==> src/hdl/blend_pkg.sv <==
`default_nettype none

package blend_pkg;

	localparam int addr_w  = 24;             // SRAM word address
	localparam int chan_w  = 8;              // One colour channel
	localparam int pix_w   = 3 * chan_w;     // Packed RGB pixel
	localparam int alpha_w = 4;              // Blend weight, 0 to 15
	localparam int cnt_w   = 16;             // Pixel count and index
	localparam int mix_w   = chan_w + alpha_w; // Channel product and sum

	localparam int apb_aw = 8;               // APB byte address
	localparam int apb_dw = 32;              // APB data bus

	localparam logic [apb_aw-1:0] reg_ctrl   = 8'h00; // Start and alpha
	localparam logic [apb_aw-1:0] reg_src_a  = 8'h04; // Base of image A
	localparam logic [apb_aw-1:0] reg_src_b  = 8'h08; // Base of image B
	localparam logic [apb_aw-1:0] reg_dst    = 8'h0C; // Base of output image
	localparam logic [apb_aw-1:0] reg_count  = 8'h10; // Pixels per run
	localparam logic [apb_aw-1:0] reg_status = 8'h14; // Busy and done

	localparam int ctrl_start_bit = 0;
	localparam int ctrl_alpha_lsb = 4;       // Alpha sits in ctrl[7:4]
	localparam int stat_busy_bit  = 0;
	localparam int stat_done_bit  = 1;

	typedef struct packed {
		logic [chan_w-1:0] r;               // Upper byte of the SRAM word
		logic [chan_w-1:0] g;
		logic [chan_w-1:0] b;               // Lower byte
	} rgb_t;

	typedef union packed {
		logic [pix_w-1:0] raw;              // Word as stored in the SRAM
		rgb_t             rgb;              // Channel view for the mixer
	} pixel_t;

endpackage

`default_nettype wire
==> src/hdl/pix_pair_if.sv <==
`default_nettype none

// Fetched A and B pixels travelling to the mixer, no handshake back
interface pix_pair_if
	import blend_pkg::*;
();

	logic             valid;  // One-cycle strobe per pair
	logic             last;   // Final pixel of the run
	logic [cnt_w-1:0] index;  // Pixel position in the image
	pixel_t           a;      // Pixel from image A
	pixel_t           b;      // Pixel from image B

	modport src (
		output valid, last, index, a, b
	);

	modport dst (
		input valid, last, index, a, b
	);

endinterface

`default_nettype wire

==> src/hdl/alpha_blend.sv <==
`default_nettype none

module alpha_blend
	import blend_pkg::*;
(
	input  logic              clk,
	input  logic              reset,
	input  logic              psel,
	input  logic              penable,
	input  logic              pwrite,
	input  logic [apb_aw-1:0] paddr,
	input  logic [apb_dw-1:0] pwdata,
	output logic [apb_dw-1:0] prdata,
	output logic              pready,
	output logic              pslverr,
	output logic              rd_en,
	output logic [addr_w-1:0] rd_addr,
	input  logic [pix_w-1:0]  rd_data,
	output logic              wr_en,
	output logic [addr_w-1:0] wr_addr,
	output logic [pix_w-1:0]  wr_data
);

	logic               start;       // Run kick-off pulse
	logic [alpha_w-1:0] alpha;
	logic [addr_w-1:0]  src_a;
	logic [addr_w-1:0]  src_b;
	logic [addr_w-1:0]  dst;
	logic [cnt_w-1:0]   count;
	logic               done_pulse;  // Store reports the last write
	logic               out_valid;   // Mix to store results
	logic               out_last;
	logic [cnt_w-1:0]   out_index;
	pixel_t             out_pix;

	pix_pair_if pair ();  // Fetch to mix

	blend_regs u_regs (
		.clk(clk), .reset(reset), .psel(psel), .penable(penable), .pwrite(pwrite),
		.paddr(paddr), .pwdata(pwdata), .prdata(prdata), .pready(pready),
		.pslverr(pslverr), .done_pulse(done_pulse), .start(start), .alpha(alpha),
		.src_a(src_a), .src_b(src_b), .dst(dst), .count(count)
	);

	pixel_fetch u_fetch (
		.clk(clk), .reset(reset), .start(start), .src_a(src_a), .src_b(src_b),
		.count(count), .rd_en(rd_en), .rd_addr(rd_addr), .rd_data(rd_data),
		.pair(pair.src)
	);

	alpha_mix u_mix (
		.clk(clk), .reset(reset), .alpha(alpha), .pair(pair.dst),
		.out_valid(out_valid), .out_last(out_last), .out_index(out_index),
		.out_pix(out_pix)
	);

	pixel_store u_store (
		.clk(clk), .reset(reset), .dst(dst), .out_valid(out_valid),
		.out_last(out_last), .out_index(out_index), .out_pix(out_pix),
		.wr_en(wr_en), .wr_addr(wr_addr), .wr_data(wr_data), .done_pulse(done_pulse)
	);

endmodule

`default_nettype wire

==> src/hdl/pixel_store.sv <==
`default_nettype none

module pixel_store
	import blend_pkg::*;
(
	input  logic              clk,
	input  logic              reset,
	input  logic [addr_w-1:0] dst,
	input  logic              out_valid,
	input  logic              out_last,
	input  logic [cnt_w-1:0]  out_index,
	input  pixel_t            out_pix,
	output logic              wr_en,
	output logic [addr_w-1:0] wr_addr,
	output logic [pix_w-1:0]  wr_data,
	output logic              done_pulse
);

	always_ff @(posedge clk)
	begin
		if (reset)
		begin
			wr_en      <= 1'b0;
			done_pulse <= 1'b0;
		end
		else
		begin
			wr_en      <= out_valid;             // One write per result
			done_pulse <= out_valid && out_last; // Same cycle as the final write
		end
	end

	always_ff @(posedge clk)
	begin
		if (out_valid)
		begin
			wr_addr <= dst + addr_w'(out_index);  // Destination region offset
			wr_data <= out_pix.raw;
		end
	end

	// Successive writes of a run, two cycles apart, never hit the same word
	a_wr_addr: assert property (@(posedge clk) disable iff (reset)
		wr_en && $past(wr_en, 2) |-> wr_addr != $past(wr_addr, 2));

endmodule

`default_nettype wire

==> src/hdl/alpha_mix.sv <==
`default_nettype none

module alpha_mix
	import blend_pkg::*;
(
	input  logic               clk,
	input  logic               reset,
	input  logic [alpha_w-1:0] alpha,
	pix_pair_if.dst            pair,
	output logic               out_valid,
	output logic               out_last,
	output logic [cnt_w-1:0]   out_index,
	output pixel_t             out_pix
);

	logic [alpha_w:0]   inv_alpha;           // 16 - alpha, 1 to 16
	logic               v1;                  // Stage one valid
	logic               last1;
	logic [cnt_w-1:0]   idx1;
	logic [mix_w-1:0]   pa_r, pa_g, pa_b;    // A weighted by alpha
	logic [mix_w-1:0]   pb_r, pb_g, pb_b;    // B weighted by 16 - alpha
	logic [mix_w-1:0]   sum_r, sum_g, sum_b;

	assign inv_alpha = {1'b1, {alpha_w{1'b0}}} - {1'b0, alpha};

	assign sum_r = pa_r + pb_r;  // At most 255 * 16, no overflow
	assign sum_g = pa_g + pb_g;
	assign sum_b = pa_b + pb_b;

	always_ff @(posedge clk)
	begin
		if (reset)
		begin
			v1        <= 1'b0;
			out_valid <= 1'b0;
		end
		else
		begin
			v1        <= pair.valid;
			out_valid <= v1;
		end
	end

	always_ff @(posedge clk)
	begin
		pa_r  <= pair.a.rgb.r * alpha;  // Stage one, products
		pa_g  <= pair.a.rgb.g * alpha;
		pa_b  <= pair.a.rgb.b * alpha;
		pb_r  <= pair.b.rgb.r * inv_alpha;
		pb_g  <= pair.b.rgb.g * inv_alpha;
		pb_b  <= pair.b.rgb.b * inv_alpha;
		last1 <= pair.last;
		idx1  <= pair.index;
		out_pix.rgb.r <= sum_r[mix_w-1:alpha_w];  // Stage two, divide by 16
		out_pix.rgb.g <= sum_g[mix_w-1:alpha_w];
		out_pix.rgb.b <= sum_b[mix_w-1:alpha_w];
		out_last      <= last1;
		out_index     <= idx1;
	end

	// Fixed two-cycle latency from fetch to store
	a_mix_latency: assert property (@(posedge clk) disable iff (reset)
		out_valid == $past(pair.valid, 2));

endmodule

`default_nettype wire

==> src/hdl/pixel_fetch.sv <==
`default_nettype none

module pixel_fetch
	import blend_pkg::*;
(
	input  logic              clk,
	input  logic              reset,
	input  logic              start,
	input  logic [addr_w-1:0] src_a,
	input  logic [addr_w-1:0] src_b,
	input  logic [cnt_w-1:0]  count,
	output logic              rd_en,
	output logic [addr_w-1:0] rd_addr,
	input  logic [pix_w-1:0]  rd_data,
	pix_pair_if.src           pair
);

	logic             running;  // Reads in progress
	logic             phase;    // 0 reads A, 1 reads B
	logic [cnt_w-1:0] index;    // Current pixel
	logic             a_pend;   // A data arrives this cycle
	logic             is_last;  // Current index is the final one

	assign is_last = (index == count - 1'b1);
	assign rd_en   = running;
	assign rd_addr = (phase ? src_b : src_a) + addr_w'(index);

	assign pair.b.raw = rd_data;  // B is on the read bus when valid rises

	always_ff @(posedge clk)
	begin
		if (reset)
		begin
			running    <= 1'b0;
			phase      <= 1'b0;
			index      <= '0;
			a_pend     <= 1'b0;
			pair.valid <= 1'b0;
		end
		else
		begin
			a_pend     <= rd_en && !phase;
			pair.valid <= rd_en && phase;  // Pair leaves when B returns
			if (start && (count != '0))
			begin
				running <= 1'b1;
				phase   <= 1'b0;
				index   <= '0;
			end
			else if (running)
			begin
				phase <= !phase;
				if (phase)
				begin
					if (is_last)
						running <= 1'b0;  // Final B read issued
					else
						index <= index + 1'b1;
				end
			end
		end
	end

	always_ff @(posedge clk)
	begin
		if (a_pend)
			pair.a.raw <= rd_data;  // Hold A until its partner arrives
		if (rd_en && phase)
		begin
			pair.index <= index;
			pair.last  <= is_last;
		end
	end

	// Reads stay inside the programmed pixel range of a run
	a_rd_range: assert property (@(posedge clk) disable iff (reset)
		rd_en |-> (index < count));

endmodule

`default_nettype wire

==> src/hdl/blend_regs.sv <==
`default_nettype none

module blend_regs
	import blend_pkg::*;
(
	input  logic               clk,
	input  logic               reset,
	input  logic               psel,
	input  logic               penable,
	input  logic               pwrite,
	input  logic [apb_aw-1:0]  paddr,
	input  logic [apb_dw-1:0]  pwdata,
	output logic [apb_dw-1:0]  prdata,
	output logic               pready,
	output logic               pslverr,
	input  logic               done_pulse,
	output logic               start,
	output logic [alpha_w-1:0] alpha,
	output logic [addr_w-1:0]  src_a,
	output logic [addr_w-1:0]  src_b,
	output logic [addr_w-1:0]  dst,
	output logic [cnt_w-1:0]   count
);

	logic               access;     // APB access phase
	logic               wr_access;  // Write in access phase
	logic               mapped;     // Offset hits a register
	logic               start_ok;   // Start request accepted
	logic               busy;
	logic               done;       // Sticky until next start
	logic [alpha_w-1:0] cfg_alpha;  // Software copy of ctrl.alpha

	assign access    = psel && penable;
	assign wr_access = access && pwrite;
	assign pready    = access;  // No wait states
	assign pslverr   = access && !mapped;
	assign start_ok  = wr_access && (paddr == reg_ctrl) && pwdata[ctrl_start_bit] && !busy;

	always_comb
	begin
		prdata = '0;  // Unmapped offsets read zero
		mapped = 1'b1;
		case (paddr)
			reg_ctrl:   prdata[ctrl_alpha_lsb +: alpha_w] = cfg_alpha;  // Start reads back 0
			reg_src_a:  prdata = apb_dw'(src_a);
			reg_src_b:  prdata = apb_dw'(src_b);
			reg_dst:    prdata = apb_dw'(dst);
			reg_count:  prdata = apb_dw'(count);
			reg_status:
			begin
				prdata[stat_busy_bit] = busy;
				prdata[stat_done_bit] = done;
			end
			default:    mapped = 1'b0;
		endcase
	end

	always_ff @(posedge clk)
	begin
		if (reset)
		begin
			start     <= 1'b0;
			busy      <= 1'b0;
			done      <= 1'b0;
			cfg_alpha <= '0;
			alpha     <= '0;
			src_a     <= '0;
			src_b     <= '0;
			dst       <= '0;
			count     <= '0;
		end
		else
		begin
			start <= start_ok;  // Pulse one cycle after the access
			if (wr_access && (paddr == reg_ctrl))
				cfg_alpha <= pwdata[ctrl_alpha_lsb +: alpha_w];
			if (start_ok)
				alpha <= pwdata[ctrl_alpha_lsb +: alpha_w];  // Frozen for the whole run
			if (wr_access && !busy)  // Addresses and count stay put during a run
			begin
				case (paddr)
					reg_src_a: src_a <= pwdata[addr_w-1:0];
					reg_src_b: src_b <= pwdata[addr_w-1:0];
					reg_dst:   dst   <= pwdata[addr_w-1:0];
					reg_count: count <= pwdata[cnt_w-1:0];
					default:   ;
				endcase
			end
			if (start_ok)
			begin
				busy <= 1'b1;
				done <= 1'b0;  // New run clears old done
			end
			else if (start && (count == '0))
			begin
				busy <= 1'b0;  // Empty run finishes at once
				done <= 1'b1;
			end
			else if (done_pulse)
			begin
				busy <= 1'b0;  // Last pixel written
				done <= 1'b1;
			end
		end
	end

	// Every access phase follows a setup phase of the same transfer
	a_apb_phase: assert property (@(posedge clk) disable iff (reset)
		penable |-> psel && $past(psel && !penable));

endmodule

`default_nettype wire

==> config.mk <==
export PLATFORM = sky130hd
export DESIGN_NAME = alpha_blend
export DESIGN_NICKNAME = d
export VERILOG_FILES = /design/src/hdl/blend_pkg.sv /design/src/hdl/pix_pair_if.sv /design/src/hdl/alpha_blend.sv /design/src/hdl/pixel_store.sv /design/src/hdl/alpha_mix.sv /design/src/hdl/pixel_fetch.sv /design/src/hdl/blend_regs.sv
export SDC_FILE = /design/constraint.sdc
export NUM_CORES = 1
export LEC_CHECK = 0
export BUFFER_PORTS_ARGS = -buffer_cell sky130_fd_sc_hd__buf_2
export CAP_MARGIN = 20
export CORE_MARGIN = 4
export CORE_UTILIZATION = 55
export CTS_CLUSTER_DIAMETER = 80
export DETAILED_ROUTE_END_ITERATION = 12
export GPL_TIMING_DRIVEN = 0
export PLACE_DENSITY = 0.86
export SYNTH_ARGS = -nofsm -noshare
export SYNTH_HDL_FRONTEND = slang
export SYNTH_SLANG_ARGS = --single-unit
==> constraint.sdc <==
create_clock -name clk -period 4.95 [get_ports clk]
set_input_delay 0.99 -clock clk [delete_from_list [all_inputs] [get_ports clk]]
set_output_delay 0.99 -clock clk [all_outputs]
set_load 0.01 [all_outputs]
==> results of run 1 <==
## per-layer routing
| metal | GRT usage (%) | up-vias | routed length (µm) |
|---|---|---|---|
| met3 | 5.91 | 200 | 4960 |
| met4 | 13.0 | 6 | 2700 |
| li1 | - | 7444 | - |
| met5 | 0 | - | 41 |
| met2 | 45.0 | 792 | 25200 |
| met1 | 31.0 | 7675 | 19500 |
## worst max-delay path by stage
stage,startpoint,end,slack [ns],cells after the start
after global placement,u_fetch.phase,rd_addr[17],-1.38,15
final,u_fetch.phase,rd_addr[17],0.13,12
after global routing,u_regs.alpha[1],u_mix.pb_g[10],-0.03,20
after detailed placement,u_fetch.phase,rd_addr[17],-1.37,15
after floorplan,u_regs.alpha[1],u_mix.pb_b[11],0.21,19
after CTS,u_fetch.phase,rd_addr[22],0.006,13
## final cells by class
| cell class | instances | area, µm² | share of cell area [%] |
|---|---|---|---|
| inverter | 155 | 582 | 2.52 |
| multi-input combinational | 1501 | 11400 | 49.6 |
| clock inverter | 13 | 173 | 0.749 |
| buffer | 88 | 488 | 2.12 |
| sequential | 342 | 7750 | 33.6 |
| tap | 461 | 577 | 2.50 |
| timing repair buffer | 170 | 933 | 4.05 |
| clock buffer | 54 | 1100 | 4.79 |
## sequential cells by signal, summed over array words and instances, names as in the netlist, 16 cells and up
| name | count |
|---|---|
| u_fetch.index | 16 |
| u_fetch.pair.a | 24 |
| u_fetch.pair.index | 16 |
| u_mix.idx1 | 16 |
| u_mix.out_index | 16 |
| u_mix.out_pix | 24 |
| u_regs.count | 16 |
| u_regs.dst | 24 |
| u_regs.src_a | 24 |
| u_regs.src_b | 24 |
| u_store.wr_addr | 24 |
| u_store.wr_data | 24 |
## worst max-delay path: stages, from the launching register on
cell and delay [ns]:
dfxtp_4 0.37, buf_8 0.17, buf_6 0.19, mux2_2 0.38, ha_2 0.34, a211o_1 0.29
or3_1 0.40, o21ai_4 0.28, o21ai_4 0.12, or3_1 0.34, nand4_1 0.12, o31ai_2 0.10
buf_2 0.16
## power groups by stage
stage | clock (mW) | sequential, mW | combinational [mW]
6_report | 2.86 | 2.89 | 0.200
5_1_grt | 3.02 | 2.89 | 0.219
4_1_cts | 2.89 | 2.89 | 0.196
3_5_place_dp | 0 | 2.95 | 0.193
3_3_place_gp | 0 | 2.95 | 0.186
2_1_floorplan | 0 | 2.95 | 0.107
## cell families (layout without fill, tap and decap cells)
kind of cell	after synthesis	after routing	share of synthesized area [%]
AOI/OAI and AO/OA	365	365	11.6
xor gates and xnor gates	136	136	5.96
adders and majority gates	262	262	19.8
buffers and inverters	248	480	5.05
DFF	342	342	38.7
muxes	46	46	2.40
other	1	8	0.0188
and+or+nand+nor	684	684	16.5
## per-stage QoR
step,total power [mW],setup slack [ns],instance area [µm²]
4_1_cts,5.97,0.00636,22900
2_1_floorplan,3.05,0.209,20000
5_1_grt,6.13,-0.0325,23000
3_3_place_gp,3.13,-1.38,21400
3_5_place_dp,3.14,-1.37,21400
6_report,5.94,0.128,23000
## placed cells by master (no fill, tap or decap), types with 14 or more instances in the layout
cell and instances:
dfxtp_1 248, nor2b_1 18, xnor2_1 100, a21oi_1 161, clkbuf_16 41, mux2_2 15, ha_1 171, a21oi_2 14
inv_1 155, o21ai_0 35, xor2_1 33, a21o_1 22, buf_2 159, or3_1 14, clkbuf_1 66, nor2_1 85
mux2i_1 29, edfxtp_1 89, nor3_1 18, nand2_1 323, and2_1 121, o21bai_1 26, a22o_1 18, nand3_1 25
fa_1 88, buf_4 20
## repair_timing
action,CTS,global route
pin swaps,3,7
setup buffers,4,5
gates resized for setup,52,32
endpoints found under the setup margin,44,15
hold buffers,0,0
==> reports/qor.yml, run 1 <==
status:
  status: "complete, no violations"
route:
  wl_per_cell_um: 18.9
  drtIter0Drc: 1426
  vias: 16117
  antenna_left: 0
  via_per_inst: 5.79
  drt_wl_total_um: 52500
  drc: 0
  dr.pass1.iters: 6
worst_setup_path:
  r2r_start: "u_regs.alpha[0]"
  path_class: "reg2out"
  crit_path_end_kind: "primary output"
  worstPathArrival_ns: 3.83
  reg2reg_slack_ns: 0.17
  r2r-end: "u_mix.pb_b[11]"
  crit_fanout: 10
  critPathLaunchType: "register"
  r2r_cells: 20
  cp_data_required_time_ns: 3.96
synthesis:
  synth_top_area_share_pct: 25.4
  synthFlopType: "dfxtp_1"
  syn_inst: 2084
  yosysTopAreaCell: "dfxtp_1"
  post-synth-top-count-cell: "nand2_1"
  ys_seq_area_share_pct: 38.7
  synth_cell_types: 81
  synth_edf_count: 89
  async_flop_share_pct: 0
  synth-seq-cells: 342
  yosys-top-cells-count: "323 x nand2_1, 253 x dfxtp_1, 173 x ha_1"
  yosysWarningCount: 0
  syn_area_per_cell_um2: 9.59
  synthTopCellsByArea: "dfxtp_1 25%, edfxtp_1 13%, ha_1 11%"
  syn_area_um2: 20000
clocking:
  cts_inserted_buffers: 37
  cts-root-buf: "clkbuf_16"
  clkSlewWorstSetupHoldPaths_ns: 0.06
  clock-sinks: 342
  clockBufferDepth: 3
  clk_latency_ns: 0.58
  tritoncts: "done"
  cts_htree_levels: 2
timing:
  fin_skew_ns: 0.0255
  finalHoldViolCount: 0
  fin_crit_ns: 4.82
  whs_ns: 0.324
  setup_viol: 0
  final_max_slew_viol_count: 0
  slew_headroom_pct: 33.2
  post-route-period-util_pct: 97.4
  fmax_ghz: 0.207
  tns_ns: 0
  worst_pin_slew_ns: 0.993
power_and_ir_drop:
  clockPowerShare_pct: 48.1
  power.internal_mw: 4.63
  peakVddDrop_v: 0.000237
  p_switching_mw: 1.31
  swShare_pct: 22.1
  p_per_area_nw_per_um2: 258
  p_comb_share_pct: 3.4
  total_leakage_power_nw: 10.3
  pwr-share-seq_pct: 48.6
global_routing:
  grt_pass1_wl_um: 82700
  grtUsageTotal_pct: 26.2
  grt_start_max_net_pins: 27
  antenna_found_initial: 3
  grt-ovfl-total: 0
  grt_pass1_vias: 16345
finish:
  fillers: 2695
  n_antenna_cell: 0
  syn_to_final_growth_pct: 15.4
  drive_gt1_share_pct: 14.3
  final_core_util_pct: 64.5
  instances_no_fill: 2784
  final_nets: 2626
floorplanning:
  die_x_um: 199
  die_area_um2: 39400
  start_util_pct: 55.9
  core_um2: 35700
  num_rows: 69
  io_pins: 177
  die_height_um: 199
placed_design:
  place_hpwl_um: 39500
  dp_cells: 2712
  io_buffer_count: 158
  gp_congestion: 0.923
min_path:
  hp-start: "u_mix.idx1[11]"
  hp-class: "reg2reg"
  holdPathStages: 0
  min_delay_worst_endpoint: "u_mix.out_index[11]"
job:
  max-cap-violations: 0
Note: power is estimated with default switching activity, not from simulation.
==> run 2: changes to the inputs <==
ABC_AREA = 1   (was unset)
PLACE_DENSITY = 0.77   (was 0.86)
==> run 2 against run 1 <==
Synthesized cell count grew 18%. Utilization shrank 0.82 points. Flip-flop and latch count is the same. Non-clock buffer count shrank 27. Wire length grew 5.1%. First-iteration DRC count shrank 15%. Clock-buffer cell count shrank 11. Combinational power grew 42%. Global-route usage grew 0.74 points. Cell area grew 1.6%. Critical endpoint is now u_mix.pb_r[10].
==> reports/qor.yml, run 2 <==
status:
  status: "complete, no violations"
route:
  drt_wl_total_um: 55200
  drtIter0Drc: 1208
  drc: 0
  antenna_left: 0
  dr.pass1.iters: 5
  vias: 17344
  via_per_inst: 5.51
  wl_per_cell_um: 17.5
global_routing:
  grt-ovfl-total: 0
  grt_pass1_vias: 17205
  grtUsageTotal_pct: 27.0
  grt_pass1_wl_um: 88900
  antenna_found_initial: 1
  grt_start_max_net_pins: 34
timing:
  finalHoldViolCount: 0
  setup_slack_ns: 0.149
  final_max_slew_viol_count: 0
  setup_viol: 0
  worst_pin_slew_ns: 0.842
  fin_skew_ns: 0.0181
  post-route-period-util_pct: 97.0
  slew_headroom_pct: 43.2
  fin_crit_ns: 4.80
  grt_setup_unrepaired: "true"
  fmax_ghz: 0.208
floorplanning:
  num_rows: 70
  die_area_um2: 40700
  core_um2: 36800
  die_height_um: 202
  io_pins: 177
  start_util_pct: 56.1
  die_x_um: 202
power_and_ir_drop:
  power.internal_mw: 4.61
  p_per_area_nw_per_um2: 256
  clockPowerShare_pct: 46.5
  power.total_mw: 5.98
  total_leakage_power_nw: 11.7
  peakVddDrop_v: 0.000250
  p_switching_mw: 1.37
  swShare_pct: 23.0
  pwr-share-seq_pct: 48.8
  p_comb_share_pct: 4.8
worst_setup_path:
  path_buf_inv: 6
  cp_data_required_time_ns: 5.40
  worstPathArrival_ns: 5.25
  crit_path_end_kind: "register"
  critPathSlowestCell: "fa_1"
  slowest_delay_ns: 0.49
  path_cells: "buf_8, inv_1, ha_1, nand3_1, buf_2, nor2_1, fa_1, fa_1, inv_1, fa_1, inv_1, ha_1, a21oi_1, nand2_1, a21o_1, a21oi_2, inv_1, a21oi_2, nor2_1, nor2_1, xor2_1"
  crit_fanout: 10
  critPathLaunchType: "register"
  path_class: "reg2reg"
  cp_top_family: "adder cells"
  crit_top_cell: "inv_1"
synthesis:
  yosysWarningCount: 0
  yosys-top-cells-count: "478 x nand2_1, 364 x inv_1, 253 x dfxtp_1"
  synthFlopType: "dfxtp_1"
  synthTopCellsByArea: "dfxtp_1 25%, edfxtp_1 13%, ha_1 10%"
  async_flop_share_pct: 0
  syn_area_per_cell_um2: 8.41
  yosysTopAreaCell: "dfxtp_1"
  post-synth-top-count-cell: "nand2_1"
  synth_top_area_share_pct: 24.5
  syn_area_um2: 20600
  syn_inst: 2454
  ys_seq_area_share_pct: 37.5
  synth_cell_types: 51
  synth_edf_count: 89
  synth-seq-cells: 342
finish:
  final_nets: 2986
  n_antenna_cell: 0
  layout_commonest_cell: "nand2_1"
  final_core_util_pct: 63.7
  final_area_um2: 23400
  syn_to_final_growth_pct: 13.5
  layout_common_cells: "477 x nand2_1, 361 x inv_1, 249 x dfxtp_1"
  drive_gt1_share_pct: 11.9
  instances_no_fill: 3150
clocking:
  clkSlewWorstSetupHoldPaths_ns: 0.06
  cts-root-buf: "clkbuf_16"
  tritoncts: "done"
  clockBufferDepth: 3
  clk_latency_ns: 0.56
  cts_hold_buf: 0
  cts_inserted_buffers: 37
  cts_htree_levels: 2
  clock-sinks: 342
min_path:
  hp-class: "reg2reg"
job:
  max-cap-violations: 0
placed_design:
  dp_cells: 3089
  pre_cts_ws_ns: -0.859
  place_hpwl_um: 42600
  postPlaceCellArea_um2: 22100
  io_buffer_count: 159
  gp_congestion: 0.972
-- run 2: cell count changes after synthesis, sizes merged, moves of 22 or more --
cell / before / now
a21oi: 176 / 198
and2: 121 / 0
inv: 155 / 368
mux2i: 30 / 0
nand2: 324 / 496
nand3: 25 / 95
nor2: 88 / 202
o21ai: 48 / 129
xnor2: 103 / 41
xor2: 33 / 110
-- run 2: power by group through the flow --
stage               Combinational (mW)  Sequential, mW  Clock (mW)
detailed placement               0.275            2.98           0
global placement                 0.269            2.98           0
global route                     0.314            2.92        2.93
floorplan                        0.164            2.97           0
finish                           0.285            2.92        2.78
CTS                              0.277            2.92        2.82
-- run 2: repair_timing --
item,4_1_cts,5_1_grt
buffers inserted,1,1
pin swaps,1,4
gates resized for setup,32,24
setup endpoints to repair,37,14
-- run 2: cell type report --
| type | count | area [µm²] |
|---|---|---|
| flip-flops and latches | 342 | 7740 |
| multi-input cells | 1671 | 11200 |
| repair buffers | 163 | 858 |
| plain buffers | 68 | 382 |
| inverters | 372 | 1400 |
| fillers | 3093 | 13400 |
| clock buffers | 43 | 1000 |
| well taps | 468 | 586 |
| clock inverters | 23 | 210 |
-- run 2: per-stage QoR --
step	TNS [ns]	hold slack (ns)
floorplan	0	0.310
global placement	-9.92	0.310
detailed placement	-12.72	0.312
CTS	0	0.326
global route	-0.0587	0.329
finish	0	0.326
-- run 2: path summary, 6_finish.rpt --
kind	endpoint	cells after the start	startpoint	slack, ns
min reg2reg	u_mix.out_index[1]	0	u_mix.idx1[1]	0.33
max reg2reg	u_mix.pb_r[10]	21	u_regs.alpha[0]	0.15
max	u_mix.pb_r[10]	21	u_regs.alpha[0]	0.15
min	u_mix.out_index[1]	0	u_mix.idx1[1]	0.33
-- run 2: routing by layer --
metal	track usage, %	vias to the layer above	wire length [µm]
met2	43.8	685	25100
met4	9.74	2	2150
met1	36.1	8189	23600
li1	-	8341	-
met3	5.30	127	4260
met5	0	-	13
-- run 2: kinds of logic (layout without fill, tap and decap cells) --
kind of cell / after synthesis / after routing / synth area share (%)
flip-flops: 342 / 342 / 37.5
AND/OR/NAND/NOR: 830 / 830 / 16.8
buffers and inverters: 448 / 669 / 8.51
XOR/XNOR: 151 / 151 / 6.45
AO/OA/AOI/OAI: 420 / 420 / 11.6
other: 1 / 8 / 0.0182
adder cells (fa/ha/maj): 262 / 262 / 19.1
==> run 3: changes to the inputs <==
ABC_AREA = unset   (was 1)
==> run 3 against run 2 <==
Flip-flop and latch count unchanged. Via count shrank 8.8%. Largest power group unchanged. Setup slack got worse by 0.041 ns.
==> reports/qor.yml, run 3 (synthesized netlist as in run 1, its figures left out) <==
global_routing:
  grt-ovfl-total: 0
  grt_pass1_vias: 15701
  grt_start_max_net_pins: 26
  grt_pass1_wl_um: 81600
  antenna_found_initial: 2
  grtUsageTotal_pct: 26.0
min_path:
  hp-class: "reg2reg"
  holdPathStages: 0
clocking:
  cts_inserted_buffers: 39
  clock-sinks: 342
  tritoncts: "done"
  clockBufferDepth: 3
  clk_latency_ns: 0.57
  clkSlewWorstSetupHoldPaths_ns: 0.06
  cts_htree_levels: 2
  cts-root-buf: "clkbuf_16"
  cts_hold_buf: 0
status:
  status: "complete, no violations"
finish:
  layout_commonest_cell: "nand2_1"
  instances_no_fill: 2790
  drive_gt1_share_pct: 14.5
  layout_common_cells: "323 x nand2_1, 248 x dfxtp_1, 169 x ha_1"
  n_antenna_cell: 0
  final_nets: 2629
  syn_to_final_growth_pct: 15.2
timing:
  fin_crit_ns: 4.84
  setup_slack_ns: 0.108
  post-route-period-util_pct: 97.8
  tns_ns: 0
  setup_viol: 0
  worst_pin_slew_ns: 0.987
  fmax_ghz: 0.207
  fin_skew_ns: 0.0251
  slew_headroom_pct: 33.6
  finalHoldViolCount: 0
  whs_ns: 0.327
  final_max_slew_viol_count: 0
worst_setup_path:
  crit_fanout: 10
  crit_path_end_kind: "primary output"
  critPathSlowestCell: "fa_1"
  path_cells: "buf_8, clkbuf_16, mux2_4, ha_1, inv_1, fa_1, nor2b_2, o31ai_2, a211o_1, a31oi_4, a21oi_4, o21ai_4, buf_4, nor2_1, xor2_1, buf_2"
  slowest_delay_ns: 0.43
  worstPathArrival_ns: 3.85
  r2r_cells: 20
  path_class: "reg2out"
  critPathLaunchType: "register"
  cp_data_required_time_ns: 3.96
placed_design:
  pre_cts_ws_ns: -1.49
  place_hpwl_um: 39600
  io_buffer_count: 158
  gp_congestion: 0.934
  dp_cells: 2713
power_and_ir_drop:
  total_leakage_power_nw: 10.3
  peakVddDrop_v: 0.000279
  p_per_area_nw_per_um2: 258
route:
  drt_wl_total_um: 51800
  antenna_left: 0
  drtIter0Drc: 1120
  drc: 0
  wl_per_cell_um: 18.5
  dr.pass1.iters: 5
  vias: 15820
  via_per_inst: 5.67
floorplanning:
  die_x_um: 199
  num_rows: 69
  start_util_pct: 55.9
  io_pins: 177
  die_area_um2: 39400
  die_height_um: 199
  core_um2: 35700
job:
  max-cap-violations: 0
-- run 3: stage by stage --
stage / cell area (µm²) / power [mW] / util [%]
4_1_cts: 22900 / 5.98 / 64.0
3_5_place_dp: 21400 / 3.14 / 59.9
5_1_grt: 23000 / 6.11 / 64.4
3_3_place_gp: 21400 / 3.13 / 59.8
6_report: 23000 / 5.93 / 64.4
2_1_floorplan: 20000 / 3.05 / -
-- run 3: critical path: cells and delay by family (launching register included) --
kind	cells	cell delay [ns]
AOI/OAI and AO/OA	5	0.99
buffers and inverters	5	0.72
adders and majority gates	2	0.60
DFF	1	0.36
muxes	1	0.25
and+or+nand+nor	2	0.23
xor gates and xnor gates	1	0.15
-- run 3: layout make-up --
cell class | count | area (µm²)
Sequential cell | 342 | 7750
Clock buffer | 48 | 1060
Tap cell | 461 | 577
Clock inverter | 24 | 205
Timing Repair Buffer | 171 | 918
Buffer | 88 | 489
Inverter | 155 | 582
Multi-Input combinational cell | 1501 | 11400
Fill cell | 2883 | 12700
-- run 3: where the power goes --
part / internal (mW) / leakage, nW / switching, mW
combinational: 0.0708 / 6.76 / 0.125
clock: 1.65 / 0.626 / 1.20
sequential: 2.88 / 2.89 / 0.00650
-- run 3: timing repair --
item,4_1_cts,5_1_grt
endpoints found under the setup margin,44,13
pin swaps,5,7
gates resized for setup,54,24
setup buffers,4,5
hold endpoints to repair,0,0
-- run 3: final timing paths --
check | startpoint | slack (ns) | endpoint
worst max register to register | u_regs.alpha[1] | 0.23 | u_mix.pb_b[11]
worst min register to register | u_mix.idx1[5] | 0.33 | u_mix.out_index[5]
worst min-delay path | u_mix.idx1[5] | 0.33 | u_mix.out_index[5]
worst max-delay path | u_fetch.phase | 0.11 | rd_addr[16]
-- run 3: layer usage --
metal  track usage (%)  up-vias  part of all wire (%)
li1                  -     7453                     -
met1              32.9     7607                    40
met2              43.9      627                    48
met3              4.59      129                   8.2
met4              11.3        4                   4.5
met5                 0        -                 0.056
